### src/hw/pci_bus_pkg.sv
package pci_bus_pkg;

  //////////////////////////////////////////////////
  // Bus widths

  localparam int ADDR_W = 32;                         // AD and RAM word width
  localparam int BE_W   = 4;                          // C_BE and RAM byte enable width

  localparam logic [ADDR_W-1:0] ADDR_STEP = ADDR_W'(4); // One 32-bit word per data phase

  localparam logic [1:0] BURST_LINEAR = 2'b00;        // Low AD bits in address phase

  //////////////////////////////////////////////////
  // Bus commands on C_BE in the address phase

  typedef enum logic [BE_W-1:0] {
    INT_ACK       = 4'b0000,                          // Never claimed
    MEM_READ      = 4'b0110,                          // Short read
    MEM_WRITE     = 4'b0111,
    MEM_READ_MULT = 4'b1100,                          // Open-ended read
    DUAL_ADDR     = 4'b1101,                          // Never claimed
    MEM_READ_LINE = 4'b1110                           // Cache line read
  } pci_cmd_e;

endpackage

### src/hw/pci_target_pkg.sv
package pci_target_pkg;

  //////////////////////////////////////////////////
  // Transaction states

  typedef enum logic [2:0] {
    idle        = 3'd0,                               // Bus free
    decode      = 3'd1,                               // Address phase captured
    claim       = 3'd2,                               // RAM hit check
    wr_data     = 3'd3,                               // Write data phases
    turn_around = 3'd4,                               // AD ownership swap
    r_data      = 3'd5,                               // Read data phases
    disconnect  = 3'd6,                               // STOP until FRAME rises
    terminate   = 3'd7                                // Release everything
  } target_state_e;

  //////////////////////////////////////////////////
  // Read word budgets

  localparam int BUDGET_W = 3;

  localparam logic [BUDGET_W-1:0] READ_BUDGET = 3'd2; // Memory Read
  localparam logic [BUDGET_W-1:0] LINE_BUDGET = 3'd4; // Memory Read Line

endpackage

### src/hw/pci_cmd_decode.sv
module pci_cmd_decode (
  input  logic                              CLK,
  input  logic                              RST,
  input  logic [pci_bus_pkg::ADDR_W-1:0]    ad_in,
  input  logic [pci_bus_pkg::BE_W-1:0]      c_be,
  input  logic                              frame_n,
  input  pci_target_pkg::target_state_e     state,
  output pci_bus_pkg::pci_cmd_e             cmd,
  output logic [pci_bus_pkg::ADDR_W-1:0]    base_addr,
  output logic                              cmd_ok,
  output logic                              burst_ok
);
  import pci_bus_pkg::*;
  import pci_target_pkg::*;

  logic addr_phase;                                   // First FRAME edge while idle
  logic mem_cmd;                                      // Command is one we can serve

  assign addr_phase = (state == idle) && !frame_n;

  always_comb
  begin
    case (c_be)
      MEM_READ, MEM_WRITE, MEM_READ_MULT, MEM_READ_LINE:
        mem_cmd = 1'b1;
      INT_ACK, DUAL_ADDR:
        mem_cmd = 1'b0;                               // Left for another agent
      default:
        mem_cmd = 1'b0;                               // Reserved and I/O codes
    endcase
  end

  always_ff @(posedge CLK)
  begin
    if (!RST)
    begin
      cmd      <= INT_ACK;
      cmd_ok   <= 1'b0;
      burst_ok <= 1'b0;
    end
    else if (addr_phase)
    begin
      cmd      <= pci_cmd_e'(c_be);                   // Held for the whole transaction
      cmd_ok   <= mem_cmd;
      burst_ok <= (ad_in[1:0] == BURST_LINEAR);       // Only linear order is served
    end
  end

  // Start address of the burst
  always_ff @(posedge CLK)
  begin
    if (addr_phase)
      base_addr <= ad_in;
  end

endmodule

### config.mk
export PLATFORM = sky130hd
export DESIGN_NAME = pci_cmd_decode
export DESIGN_NICKNAME = d
export VERILOG_FILES = /design/src/hw/pci_bus_pkg.sv /design/src/hw/pci_target_pkg.sv /design/src/hw/pci_cmd_decode.sv
export SDC_FILE = /design/constraint.sdc
export NUM_CORES = 1
export LEC_CHECK = 0
export BUFFER_PORTS_ARGS = -buffer_cell sky130_fd_sc_hd__buf_2
export CAP_MARGIN = 40
export CORE_UTILIZATION = 46
export CTS_BUF_LIST = sky130_fd_sc_hd__clkbuf_4 sky130_fd_sc_hd__clkbuf_8
export CTS_CLUSTER_DIAMETER = 80
export CTS_CLUSTER_SIZE = 20
export DETAILED_ROUTE_END_ITERATION = 6
export HOLD_SLACK_MARGIN = 0.08
export PLACE_DENSITY = 0.88
export SLEW_MARGIN = 20
export SYNTH_ARGS = -nofsm -noshare
export SYNTH_HDL_FRONTEND = slang
export SYNTH_SLANG_ARGS = --single-unit
### constraint.sdc
create_clock -name CLK -period 6.96 [get_ports CLK]
set_clock_uncertainty 0.1 [all_clocks]
set_input_delay 0.696 -clock CLK [delete_from_list [all_inputs] [get_ports CLK]]
set_output_delay 0.696 -clock CLK [all_outputs]
set_load 0.01 [all_outputs]
==> summary.md <==
| Metric | Value |
|---|---|
| Run status | `finished clean` |
| Core ar. | `2500 sq um` |
| Cells after Synth | `55` |
| Reg area | `1080 sq um` |
| Avg Synthesized Cell Area | `22.2 sq um` |
| Final hold violation count | `0` |
| Syn nets | `97` |
| CTS buffer count | `5` |
| CTS tree | `built` |
| Starting density of the core | `48.8%` |
| Top-count cell post-synth | `edfxtp_1` |
| Rows | `18` |
| Number of flops mapped to enable cells by yosys | `32` |
| DRT Pass-1 Iters | `4` |
| DR vias | `803` |
| CP Max Fanout | `39` |
| Worst skew pair latency | `320 ps` |
| Total track usage | `19.1%` |
| Largest cells by area after synthesis | `edfxtp_1, dfxtp_1, mux2i_1, nor2b_1, nor4_4` |
| Max-cap violations | `0` |
| Post-CTS setup buffers | `0` |
| Root buffer cell | `clkbuf_4` |
| Routed wire length | `2500 microns` |
| Post-route DRC | `0` |
| Min-delay worst type | `flop to flop` |
| Largest net degree at the start of global routing | `40` |
| Post-cts resize count | `0` |
| Final critical-path required period | `1760 ps` |
| Area of the mapped netlist | `1220 sq um` |
| Critical path class | `primary input to flop` |
| Antenna viol nets, final | `0` |
| Cell variety after synth | `9` |
| Leak pwr | `0.741 nW` |
| Cell taking the most area after synthesis | `edfxtp_1` |
| Die area | `2860 sq um` |
| # diodes | `0` |
| Synth warn | `0` |
| Register area share after synthesis | `88.6%` |
| Clock buffer depth | `2` |
| Dpl hpwl | `1920 microns` |
| # port buffers | `79` |
| GPL Wtd Cong | `0.673` |
| Pwr dens | `229 nW/um^2` |
| Clk sink count | `38` |
| Max VDD drop | `0.000217 V` |
| CP startpoint kind | `primary input` |
| Final setup TNS | `0 ps` |
| First-pass GRT wire length | `3460 microns` |
| I/O Pins | `80` |
| Fmax | `568 MHz` |
| Global route overflow | `0` |
| Pwr Total | `392 uW` |
| Slew headroom | `67.4%` |
| Die Wd | `53.5 microns` |
| Area growth from synthesis to layout | `40.7%` |
| Critical Path Sink Type | `flop` |
| H-tree Lvls | `2` |
| CTS Hold Buffers Added | `0` |
| Multi-input gate area | `135 sq um` |
| Setup violators final | `0` |
| Fill cell count | `172` |
| Pins Over Slew Limit | `0` |
| 1st-iter DRT viols | `17` |
| Clock transition at the registers of the reported paths | `90 ps` |
| Tcrit/Tclk final | `25.3%` |
| Initial antenna violation count | `0` |
| Final-stage net count | `184` |
| Post-synth ARST share | `0%` |
| Top cell type's share of synthesized area | `78.8%` |
| Vias in the first global route | `721` |
| Number of synthesized register bits | `38` |
| Worst endpoint required time | `7080 ps` |
| Most used DFF post-synth | `edfxtp_1` |
| RSZ-0062 raised after global routing | `no` |
| Slew @ Worst Pin | `488 ps` |
| Share of post-route cells with drive strength above 1 | `62.2%` |
| Synth top cells by count | `edfxtp_1, dfxtp_1, mux2i_1` |
| Vias/cell | `4.64` |
| Data arrival time of the worst path | `1880 ps` |
| Height of the chip | `53.5 microns` |
| Avg WL per Cell | `14.4 microns` |
## metrics by stage
step	cell area [sq um]	hold WS [ps]	util, %	std cells	setup slack (ps)
6_report	1720	418	68.7	173	5200
5_1_grt	1720	408	68.7	173	5150
2_1_floorplan	1220	439	-	55	4250
3_3_place_gp	1660	396	66.4	165	4930
4_1_cts	1720	424	68.7	173	5220
3_5_place_dp	1660	403	66.4	165	4870
## layer usage
| layer | GRT usage [%] | up-vias | routed length (microns) |
|---|---|---|---|
| li1 | - | 384 | - |
| met1 | 20.7 | 362 | 944 |
| met2 | 30.4 | 51 | 1270 |
| met3 | 8.62 | 6 | 233 |
| met4 | 11.0 | 0 | 53 |
| met5 | 0 | - | 0 |
## flip-flops by register name, summed over array words and instances (netlist names)
| name | cells |
|---|---|
| cmd_ok | 1 |
| base_addr | 32 |
| cmd | 4 |
| burst_ok | 1 |
## power by group
part           switching (mW)  internal (mW)
combinational          0.0132         0.0140
sequential            0.00163          0.253
clock                  0.0636         0.0467
## kinds of logic after synthesis
kind of cell | Yosys count | synth area share (%)
buf+inv | 1 | 0.307
mux | 6 | 4.92
compound gates | 1 | 0.923
simple gates | 9 | 5.23
flops | 38 | 88.6
## layout make-up
| cell class | instances | share of cell area [%] |
|---|---|---|
| tap | 30 | 2.19 |
| inverter | 1 | 0.219 |
| multi-input combinational | 16 | 7.87 |
| clock buffer | 7 | 3.06 |
| clock inverter | 1 | 0.219 |
| timing repair buffer | 80 | 23.5 |
| sequential | 38 | 63.0 |
## critical path, cell delays in order
cell	delay, ps
buf_2	110
nor4_4	260
buf_4	470
nor2_1	100
a41o_2	230
## layout by cell type (no fill, tap or decap)
master / n
clkinv_1: 1
buf_4: 1
dfxtp_1: 6
clkbuf_4: 7
inv_1: 1
mux2i_1: 6
edfxtp_1: 32
nand2_1: 1
a41o_2: 1
nor2_1: 2
nor4_4: 1
nor2b_1: 5
buf_2: 79
## final timing paths
path | depth (start not counted) | startpoint | slack (ps) | to
max | 5 | frame_n | 5200 | cmd_ok$_SDFFE_PN0P_
min | 2 | cmd[3]$_SDFFE_PN0P_ | 420 | cmd[3]$_SDFFE_PN0P_
max reg2reg | 3 | cmd_ok$_SDFFE_PN0P_ | 6120 | cmd_ok$_SDFFE_PN0P_
min reg2reg | 2 | cmd[3]$_SDFFE_PN0P_ | 420 | cmd[3]$_SDFFE_PN0P_
Power figures use the tool's default switching activity.
