$ cat config.mk
export PLATFORM = sky130hd
export DESIGN_NAME = pci_target_fsm
export DESIGN_NICKNAME = d
export VERILOG_FILES = /design/src/hw/pci_bus_pkg.sv /design/src/hw/pci_target_pkg.sv /design/src/hw/pci_target_fsm.sv
export SDC_FILE = /design/constraint.sdc
export NUM_CORES = 1
export LEC_CHECK = 0
export BUFFER_PORTS_ARGS = -buffer_cell sky130_fd_sc_hd__buf_2
export CAP_MARGIN = 25
export CELL_PAD_IN_SITES_DETAIL_PLACEMENT = 0
export CELL_PAD_IN_SITES_GLOBAL_PLACEMENT = 2
export CORE_UTILIZATION = 17
export DETAILED_ROUTE_END_ITERATION = 16
export GPL_TIMING_DRIVEN = 0
export PLACE_DENSITY = 0.66
export SETUP_SLACK_MARGIN = 0.02
export SLEW_MARGIN = 20
export SYNTH_ARGS = -nofsm -noshare
export SYNTH_HDL_FRONTEND = slang
export SYNTH_SLANG_ARGS = --single-unit
$ cat constraint.sdc
create_clock -name CLK -period 1.1 [get_ports CLK]
set_clock_uncertainty 0.05 [all_clocks]
set_input_delay 0.22 -clock CLK [delete_from_list [all_inputs] [get_ports CLK]]
set_output_delay 0.22 -clock CLK [all_outputs]
set_load 0.02 [all_outputs]
$ cat src/hw/pci_bus_pkg.sv
package pci_bus_pkg;

  //////////////////////////////////////////////////
  // Bus widths

  localparam int ADDR_W = 32;                         // AD and RAM word width
  localparam int BE_W   = 4;                          // C_BE and RAM byte enable width

  localparam logic [ADDR_W-1:0] ADDR_STEP = ADDR_W'(4); // One 32-bit word per data phase

  localparam logic [1:0] BURST_LINEAR = 2'b00;        // Low AD bits in address phase

  //////////////////////////////////////////////////
  // Bus commands on C_BE in the address phase

  typedef enum logic [BE_W-1:0] {
    INT_ACK       = 4'b0000,                          // Never claimed
    MEM_READ      = 4'b0110,                          // Short read
    MEM_WRITE     = 4'b0111,
    MEM_READ_MULT = 4'b1100,                          // Open-ended read
    DUAL_ADDR     = 4'b1101,                          // Never claimed
    MEM_READ_LINE = 4'b1110                           // Cache line read
  } pci_cmd_e;

endpackage

$ cat src/hw/pci_target_pkg.sv
package pci_target_pkg;

  //////////////////////////////////////////////////
  // Transaction states

  typedef enum logic [2:0] {
    idle        = 3'd0,                               // Bus free
    decode      = 3'd1,                               // Address phase captured
    claim       = 3'd2,                               // RAM hit check
    wr_data     = 3'd3,                               // Write data phases
    turn_around = 3'd4,                               // AD ownership swap
    r_data      = 3'd5,                               // Read data phases
    disconnect  = 3'd6,                               // STOP until FRAME rises
    terminate   = 3'd7                                // Release everything
  } target_state_e;

  //////////////////////////////////////////////////
  // Read word budgets

  localparam int BUDGET_W = 3;

  localparam logic [BUDGET_W-1:0] READ_BUDGET = 3'd2; // Memory Read
  localparam logic [BUDGET_W-1:0] LINE_BUDGET = 3'd4; // Memory Read Line

endpackage

$ cat src/hw/pci_target_fsm.sv
module pci_target_fsm (
  input  logic                              CLK,
  input  logic                              RST,
  input  logic                              frame_n,
  input  logic                              irdy_n,
  input  pci_bus_pkg::pci_cmd_e             cmd,
  input  logic                              cmd_ok,
  input  logic                              burst_ok,
  input  logic                              ram_hit_n,
  input  logic                              last_word,
  output pci_target_pkg::target_state_e     state,
  output logic                              xfer,
  output logic                              devsel_n,
  output logic                              trdy_n,
  output logic                              stop_n
);
  import pci_bus_pkg::*;
  import pci_target_pkg::*;

  target_state_e next_state;

  //////////////////////////////////////////////////
  // State register

  always_ff @(posedge CLK)
  begin
    if (!RST)
      state <= idle;
    else
      state <= next_state;
  end

  //////////////////////////////////////////////////
  // Next-state logic

  always_comb
  begin
    next_state = state;                               // Hold by default
    case (state)
      idle:
        if (!frame_n)
          next_state = decode;                        // Address phase on the bus
      decode:
        if (frame_n || !cmd_ok)
          next_state = idle;                          // Aborted or not ours
        else
          next_state = claim;
      claim:
        if (ram_hit_n)
          next_state = idle;                          // Master abort, DEVSEL stays high
        else if (!burst_ok)
          next_state = disconnect;                    // Stop without data
        else if (cmd == MEM_WRITE)
          next_state = wr_data;
        else
          next_state = turn_around;
      turn_around:
        next_state = r_data;                          // Single cycle
      wr_data, r_data:
        if (xfer)
        begin
          if (frame_n)
            next_state = terminate;                   // Master's final word
          else if (last_word)
            next_state = disconnect;                  // Budget or RAM end reached
        end
      disconnect:
        if (frame_n)
          next_state = terminate;
      terminate:
        next_state = idle;
      default:
        next_state = idle;
    endcase
  end

  //////////////////////////////////////////////////
  // Bus controls decoded from state

  assign devsel_n = !((state == wr_data) || (state == turn_around) ||
                      (state == r_data)  || (state == disconnect));
  assign trdy_n   = !((state == wr_data) || (state == r_data));
  assign stop_n   = (state != disconnect);

  assign xfer = !trdy_n && !irdy_n;                   // Both sides ready

endmodule

==> results of run 1 <==
kinds of logic after synthesis:
group,count (synthesis)
simple gates,14
compound gates,13
buf+inv,5
flops,3
xor+xnor,2
cell usage after synthesis, types with 2 or more instances:
master,count
a21oi_1,3
nand2b_1,3
inv_1,2
nor2_1,2
dfxtp_1,3
nand2_1,2
routing by layer:
| metal | vias to the layer above | global-route usage | share of wire |
|---|---|---|---|
| met2 | 7 | 0.203 | 0.56 |
| met5 | - | 0 | 0 |
| met3 | 0 | 0.0458 | 0.036 |
| met4 | 0 | 0.0563 | 0 |
| li1 | 214 | - | - |
| met1 | 202 | 0.159 | 0.40 |
final timing paths:
check / end / startpoint / slack (ns)
worst max-delay path: xfer / state[2]$_SDFFE_PN0P_ / -0.32
worst min-delay path: state[2]$_SDFFE_PN0P_ / RST / 0.23
worst max register to register: state[0]$_SDFFE_PN0P_ / state[0]$_SDFFE_PN0P_ / -0.18
worst min register to register: state[0]$_SDFFE_PN0P_ / state[0]$_SDFFE_PN0P_ / 0.62
cell type report:
type                       instances  area (um^2)  area share
inverter                           2         7.51      0.0104
clock buffer                       4         26.3      0.0364
buffer                             2         30.0      0.0416
timing repair buffer              34          268       0.371
sequential                         3         71.3      0.0988
multi-input combinational         29          299       0.414
tap                               16         20.0      0.0277
power groups by stage:
stage                     Combinational (mW)  Sequential [mW]  Clock (mW)
after floorplan                       0.0527            0.121           0
after global placement                0.0974            0.115           0
after detailed placement              0.0966            0.116           0
after CTS                              0.151            0.114       0.203
after global routing                   0.169            0.118       0.212
final                                  0.157            0.116       0.191
cell usage in the layout, fill, tap and decap left out:
cell,Yosys,final
o221ai_2,0,1
nand2_2,0,1
xnor2_2,0,1
and2_4,1,1
a21oi_2,0,1
and4b_1,1,1
a21o_1,1,1
nor2b_4,0,1
o21ai_2,0,1
buf_4,1,9
clkbuf_1,0,1
xor2_2,0,1
a221oi_2,1,1
or3b_4,0,1
nand4_1,1,1
buf_6,1,12
nor2_4,0,2
buf_2,1,13
o21ai_1,1,1
buf_8,0,2
nand2_1,2,1
a21oi_1,3,2
o211ai_1,1,1
nand3_2,0,1
a31oi_4,0,1
dfxtp_4,0,3
o21bai_1,1,1
nand2b_1,3,1
o311a_1,1,1
inv_1,2,2
nor3b_1,1,1
o41ai_2,0,1
clkbuf_4,0,3
nand2b_4,0,2
timing repair:
action / in CTS / in global routing
pin swaps: 11 / 6
setup endpoints to repair: 7 / 9
setup buffers: 14 / 4
gates resized for setup: 25 / 10
per-stage QoR:
step	TNS (ns)	setup slack, ns	instances
2_1_floorplan	-0.319	-0.164	37
3_3_place_gp	-0.599	-0.166	71
3_5_place_dp	-0.581	-0.177	71
4_1_cts	-1.66	-0.336	89
5_1_grt	-1.89	-0.385	90
6_report	-1.57	-0.324	90
==> results.yml, run 1 <==
power:
  seqPwrFrac: 0.250
  p_comb_frac: 0.339
  internal_power_mw: 0.332
  swShare: 0.284
  p_leak_nw: 0.322
  p_per_area_nw_per_um2: 644
  vdd_drop_max_v: 0.000285
  power_mw: 0.465
  p_clk_frac: 0.411
  p_switching_mw: 0.132
setup_path:
  reg2regPathDepth: 4
  crit_family: "flip-flops"
  cp_slowest_stage_delay_ns: 0.34
  critPathRequiredTime_ns: 0.83
  crit_type: "flip-flop to output port"
  slowest_stage: "dfxtp_4"
  critical_path_depth: 5
  crit_fanout: 2
  start_kind: "flip-flop"
  critPathCaptureType: "output port"
  path_buf_inv: 2
  cp_cell_sequence: "buf_8 -> xor2_2 -> nand2_2 -> nor2_4 -> buf_6"
  critPathArrivalTime_ns: 1.15
layout:
  antenna_cells: 0
  drive_above_1_share: 0.797
  fin_nets: 87
  largest_reg_flops: 3
  postLayoutCellArea_um2: 722
  area_delta_synth_final_pct: 148
  layout.core_utilization: 0.463
  reg_top3: "state: 3 flops"
  top_register: "state"
  fill_cells: 144
clock_tree:
  tritoncts: "built"
  cts_buffers: 3
  clockBufferDepth: 2
  h-tree-depth: 1
  path_clk_slew_ns: 0.04
  cts_hold_buffers: 0
  root_buffer: "clkbuf_4"
  clkSinkCount: 3
  clkLatencyLatePin_ns: 0.23
synthesis:
  synth-simple-area-share: 0.296
  synth_mux_area_frac: 0
  synth_ff_type: "dfxtp_1"
  async_reset_ff_frac: 0
  synth_xor_area_frac: 0.0601
  ys_seq_area_frac: 0.206
  synth_top_family_by_area: "compound AO/OA/AOI/OAI gates"
  ys_top_cells_by_area: "dfxtp_1, nand2b_1, a21oi_1"
  netlist.area_leader.share: 0.206
  synth-adder-area-share: 0
  ys_ff_latch: 3
  yosys.area.top_type: "dfxtp_1"
  synth_cells: 37
  ys_types: 28
  synth_area_um2: 292
  syn_area_per_cell_um2: 7.88
  synth-edff-count: 0
  yosysWarnings: 0
  synthesis.nets: 49
  synth-compound-area-share: 0.330
timing:
  tightestPinTransition_ns: 0.282
  period_share: 1.29
  setup_viol: 7
  rsz0062_at_grt: "true"
  slew_violations: 0
  fin_ws_ns: -0.324
  holdWs_ns: 0.226
  period_minus_slack_ns: 1.42
  max_freq_mhz: 702
  hold_violations: 0
  max-slew-margin-rel: 0.812
drt:
  drc: 2
  drt_iter0_drc: 11
  drt-total-wl_um: 1100
  via_count: 423
  via_per_inst: 4.70
  postRouteAntennaNets: 0
  drt_first_pass_iters: 10
  drt-wirelength-per-cell_um: 12.3
floorplanning:
  die_x_um: 43.4
  initial_utilization: 0.187
  die_area_um2: 1880
  die_h_um: 43.4
  core_um2: 1560
  ios: 19
  rows: 14
placement:
  port_buffers: 18
  placed_cell_area_um2: 448
  gp_congestion: 0.631
  dp_hpwl_um: 638
global_route:
  grt_pass1_wl_um: 1770
  grt_pass1_vias: 412
  antenna_found_initial: 0
  grt_start_max_net_pins: 6
  track_usage: 0.129
  grt-ovfl-total: 0
min_path:
  hp-class: "input pin to flip-flop"
  holdPathStages: 2
run_status:
  failed_checks: "DRC, setup timing"
  outcome: "complete, but fails checks"
job:
  drv_cap: 0
Power figures use the tool's default switching activity.
==> run 2, diff against run 1 <==
REMOVE_ABC_BUFFERS = 1   (was unset)
==> run 2 against run 1 <==
Compared with the run above: the flow still finishes with violations (DRC, setup timing); hold slack got worse by 0.018 ns; largest cell class unchanged; global-route usage down 1.4 points; utilization down 8.7 points; critical path depth fell by 1; highest routed layer unchanged; setup slack better by 0.091 ns; power shrank 4.7%.
==> results.yml, run 2 (synthesis results as in run 1) <==
setup_path:
  crit_fanout: 5
  start_kind: "flip-flop"
  reg2regPathDepth: 4
  reg2reg_slack_ns: -0.23
  crit_type: "flip-flop to output port"
  r2r_start: "state[1]$_SDFFE_PN0P_"
  critPathArrivalTime_ns: 1.06
  critPathCaptureType: "output port"
  cp_slowest_stage_delay_ns: 0.37
  cp_cell_sequence: "xor2_2 -> nand2_1 -> nor2_1 -> buf_4"
  startpoint: "state[1]$_SDFFE_PN0P_"
  critPathRequiredTime_ns: 0.83
  slowest_stage: "dfxtp_4"
  reg2reg_to: "state[0]$_SDFFE_PN0P_"
clock_tree:
  clkSinkCount: 3
  cts_hold_buffers: 0
  h-tree-depth: 1
  path_clk_slew_ns: 0.04
  cts_buffers: 3
  clkLatencyLatePin_ns: 0.23
  clockBufferDepth: 2
  tritoncts: "built"
  root_buffer: "clkbuf_4"
layout:
  fin_nets: 80
  largest_reg_flops: 3
  antenna_cells: 0
  final_common_cell: "buf_2"
  top_register: "state"
  reg_top3: "state: 3 flops"
  drive_above_1_share: 0.642
  postLayoutCellArea_um2: 587
  area_delta_synth_final_pct: 101
  mostFrequentLayoutCells: "buf_2, buf_4, buf_6"
timing:
  fin_ws_ns: -0.233
  setup_tns_ns: -1.09
  rsz0062_at_grt: "true"
  slew_violations: 0
  tightestPinTransition_ns: 0.304
  max_freq_mhz: 750
  setup_viol: 9
  period_minus_slack_ns: 1.33
  period_share: 1.21
  hold_violations: 0
  max-slew-margin-rel: 0.797
drt:
  drt-wirelength-per-cell_um: 12.1
  drt_first_pass_iters: 10
  drc: 2
  via_count: 402
  wl_met2_um: 433
  drt-met1-wl_um: 486
  drt_iter0_drc: 12
  wl_met3_um: 87
  drt-total-wl_um: 1010
  via_per_inst: 4.84
  dr.max_layer_used: "met3"
  postRouteAntennaNets: 0
floorplanning:
  rows: 14
  die_x_um: 43.4
  core_um2: 1560
  die_h_um: 43.4
  initial_utilization: 0.187
  die_area_um2: 1880
  ios: 19
placement:
  port_buffers: 18
  placed_cell_area_um2: 378
  gp_congestion: 0.642
global_route:
  grt_pass1_wl_um: 1590
  grt-ovfl-total: 0
  grt_pass1_vias: 370
  antenna_found_initial: 0
  grt_start_max_net_pins: 9
  track_usage: 0.115
power:
  p_comb_frac: 0.301
  p_switching_mw: 0.124
  p_clk_frac: 0.435
  vdd_drop_max_v: 0.000612
  p_per_area_nw_per_um2: 755
  seqPwrFrac: 0.265
  p_leak_nw: 0.264
  power_mw: 0.443
  swShare: 0.279
  internal_power_mw: 0.319
min_path:
  holdPathStages: 2
  hp-start: "RST"
  hp-class: "input pin to flip-flop"
  hold_end: "state[2]$_SDFFE_PN0P_"
job:
  drv_cap: 0
run_status:
  failed_checks: "DRC, setup timing"
  outcome: "complete, but fails checks"
## run 2: through the flow
step	worst slack, ns	hold slack (ns)	cells	util
2_1_floorplan	-0.520	0.301	34	-
3_3_place_gp	-0.325	0.464	68	0.242
3_5_place_dp	-0.315	0.454	68	0.242
4_1_cts	-0.244	0.200	82	0.365
5_1_grt	-0.286	0.206	83	0.376
6_report	-0.233	0.208	83	0.376
## run 2: worst max path at each step
stage	endpoint	slack (ns)	cells past startpoint
floorplan	xfer	-0.52	3
global placement	xfer	-0.33	4
detailed placement	xfer	-0.32	4
CTS	xfer	-0.24	4
global route	xfer	-0.29	4
finish	xfer	-0.23	4
## run 2: per-layer routing
metal	up-vias	GRT usage
met3	0	0.0500
met4	0	0.0188
met5	-	0
met2	18	0.179
met1	188	0.151
li1	196	-
## run 2: repair_timing
| item | CTS | global route |
|---|---|---|
| setup endpoints to repair | 10 | 10 |
| pin swaps | 7 | 5 |
| buffers inserted | 10 | 2 |
| gates resized for setup | 25 | 2 |
## run 2: power by group through the flow
| stage | Clock (mW) | Sequential [mW] | Combinational [mW] |
|---|---|---|---|
| 6_report | 0.193 | 0.117 | 0.133 |
| 5_1_grt | 0.211 | 0.118 | 0.143 |
| 4_1_cts | 0.202 | 0.117 | 0.126 |
| 3_5_place_dp | 0 | 0.129 | 0.0718 |
| 3_3_place_gp | 0 | 0.130 | 0.0723 |
| 2_1_floorplan | 0 | 0.131 | 0.0330 |
## run 2: cell type report
cell class,count,area [um^2]
fillers,167,972
multi-input cells,29,240
repair buffers,29,221
flip-flops and latches,3,71.3
clock buffers,4,26.3
well taps,16,20.0
inverters,2,7.51
## run 2: worst max-delay path, delay by kind of cell, from the launching register on
family | cells | cell delay, ns
DFF | 1 | 0.37
buffers and inverters | 1 | 0.14
and+or+nand+nor | 2 | 0.17
xor gates and xnor gates | 1 | 0.15
==> run 3, diff against run 2 <==
SKIP_LAST_GASP = 1   (was unset)
==> run 3 against run 2 <==
Compared with the run above: the flow still finishes with violations (DRC, setup timing); power grew 2.3%; register-to-register slack is essentially flat; design area increased by 6.4%; critical path type unchanged.
==> results.yml, run 3 (synthesis results as in run 1) <==
floorplanning:
  ios: 19
  initial_utilization: 0.187
  rows: 14
  core_um2: 1560
  die_x_um: 43.4
  die_h_um: 43.4
  die_area_um2: 1880
placement:
  port_buffers: 18
  dp_slack_ns: -0.315
  gp_congestion: 0.642
  dp.cells: 68
power:
  vdd_drop_max_v: 0.000620
  seqPwrFrac: 0.259
  p_per_area_nw_per_um2: 725
  p_comb_frac: 0.309
  p_clk_frac: 0.432
  p_leak_nw: 0.282
  swShare: 0.284
  p_switching_mw: 0.129
  internal_power_mw: 0.324
clock_tree:
  path_clk_slew_ns: 0.04
  clkSinkCount: 3
  cts_hold_buffers: 0
  clockBufferDepth: 2
  cts_buffers: 3
  root_buffer: "clkbuf_4"
  tritoncts: "built"
  h-tree-depth: 1
  clkLatencyLatePin_ns: 0.23
run_status:
  failed_checks: "DRC, setup timing"
  outcome: "complete, but fails checks"
global_route:
  grt-ovfl-total: 0
  track_usage: 0.111
  global_route.usage.met1: 0.144
  use_met2: 0.173
  grt_start_max_net_pins: 9
  grt_pass1_vias: 365
  busiest_layer: "met2"
  antenna_found_initial: 0
  grt_use_met3: 0.0500
  grt_pass1_wl_um: 1530
setup_path:
  critPathRequiredTime_ns: 0.83
  critPathCaptureType: "output port"
  slowest_stage: "dfxtp_4"
  start_kind: "flip-flop"
  reg2regPathDepth: 4
  crit_type: "flip-flop to output port"
  cp_cell_sequence: "xor2_2 -> nand2_1 -> nor2_1 -> buf_4"
  cp_slowest_stage_delay_ns: 0.37
  crit_fanout: 4
  critPathArrivalTime_ns: 1.07
timing:
  tightestPinTransition_ns: 0.303
  fin_ws_ns: -0.235
  max-slew-margin-rel: 0.798
  rsz0062_at_grt: "true"
  period_minus_slack_ns: 1.34
  hold_violations: 0
  holdWs_ns: 0.204
  setup_viol: 9
  period_share: 1.21
  max_freq_mhz: 749
  slew_violations: 0
layout:
  largest_reg_flops: 3
  drive_above_1_share: 0.671
  area_delta_synth_final_pct: 114
  layout.core_utilization: 0.400
  fill_cells: 165
  final-instance-count-excl-fill: 86
  final_common_cell: "buf_2"
  fin_nets: 83
  mostFrequentLayoutCells: "buf_2, buf_6, buf_4"
  top_register: "state"
  reg_top3: "state: 3 flops"
  antenna_cells: 0
drt:
  drt-wirelength-per-cell_um: 12.2
  postRouteAntennaNets: 0
  via_per_inst: 4.84
  drt-total-wl_um: 1050
  drt_iter0_drc: 12
  drc: 2
  drt_first_pass_iters: 10
  via_count: 416
min_path:
  hp-class: "input pin to flip-flop"
  holdPathStages: 2
job:
  drv_cap: 0
run 3: changes by cell type in the layout (fill, tap and decap cells not counted), sizes merged:
cell | previous run | this run
buf | 29 | 32
run 3: timing repair:
item / CTS / global route
pin swaps: 7 / 7
endpoints found under the setup margin: 10 / 10
hold endpoints to repair: 0 / 0
resized for setup: 22 / 9
buffers inserted: 10 / 5
run 3: power by group through the flow:
stage	Clock, mW	Combinational (mW)	Sequential (mW)
detailed placement	0	0.0718	0.129
floorplan	0	0.0330	0.131
global route	0.211	0.151	0.118
finish	0.196	0.140	0.117
global placement	0	0.0723	0.130
CTS	0.202	0.124	0.117
run 3: worst paths after layout:
kind | from | end | slack (ns)
max reg2reg | state[1]$_SDFFE_PN0P_ | state[0]$_SDFFE_PN0P_ | -0.23
min reg2reg | state[0]$_SDFFE_PN0P_ | state[0]$_SDFFE_PN0P_ | 0.63
max | state[1]$_SDFFE_PN0P_ | xfer | -0.24
min | RST | state[2]$_SDFFE_PN0P_ | 0.20
run 3: final cells by class:
type                            instances  area, um^2  share of cell area
Clock buffer                            4        26.3              0.0421
Inverter                                2        7.51              0.0120
Multi-Input combinational cell         29         248               0.397
Sequential cell                         3        71.3               0.114
Tap cell                               16        20.0              0.0321
Timing Repair Buffer                   32         251               0.403
run 3: critical path: cells and delay by family (launching register included):
kind | cells | cell delay, ns
flip-flops | 1 | 0.37
AND/OR/NAND/NOR | 2 | 0.17
XOR/XNOR | 1 | 0.15
buffers and inverters | 1 | 0.14
run 3: through the flow:
stage / instance area [um^2] / TNS, ns / power (mW)
3_3_place_gp: 378 / -1.35 / 0.202
6_report: 624 / -1.43 / 0.453
2_1_floorplan: 268 / -1.36 / 0.164
4_1_cts: 557 / -1.11 / 0.443
5_1_grt: 624 / -1.78 / 0.479
3_5_place_dp: 378 / -1.24 / 0.201
run 3: per-layer routing:
metal  share of wire  up-vias  routed length (um)
li1                -      200                   -
met1            0.46      196                 480
met2            0.44       20                 467
met3            0.10        0                 105
met4               0        0                   0
met5               0        -                   0
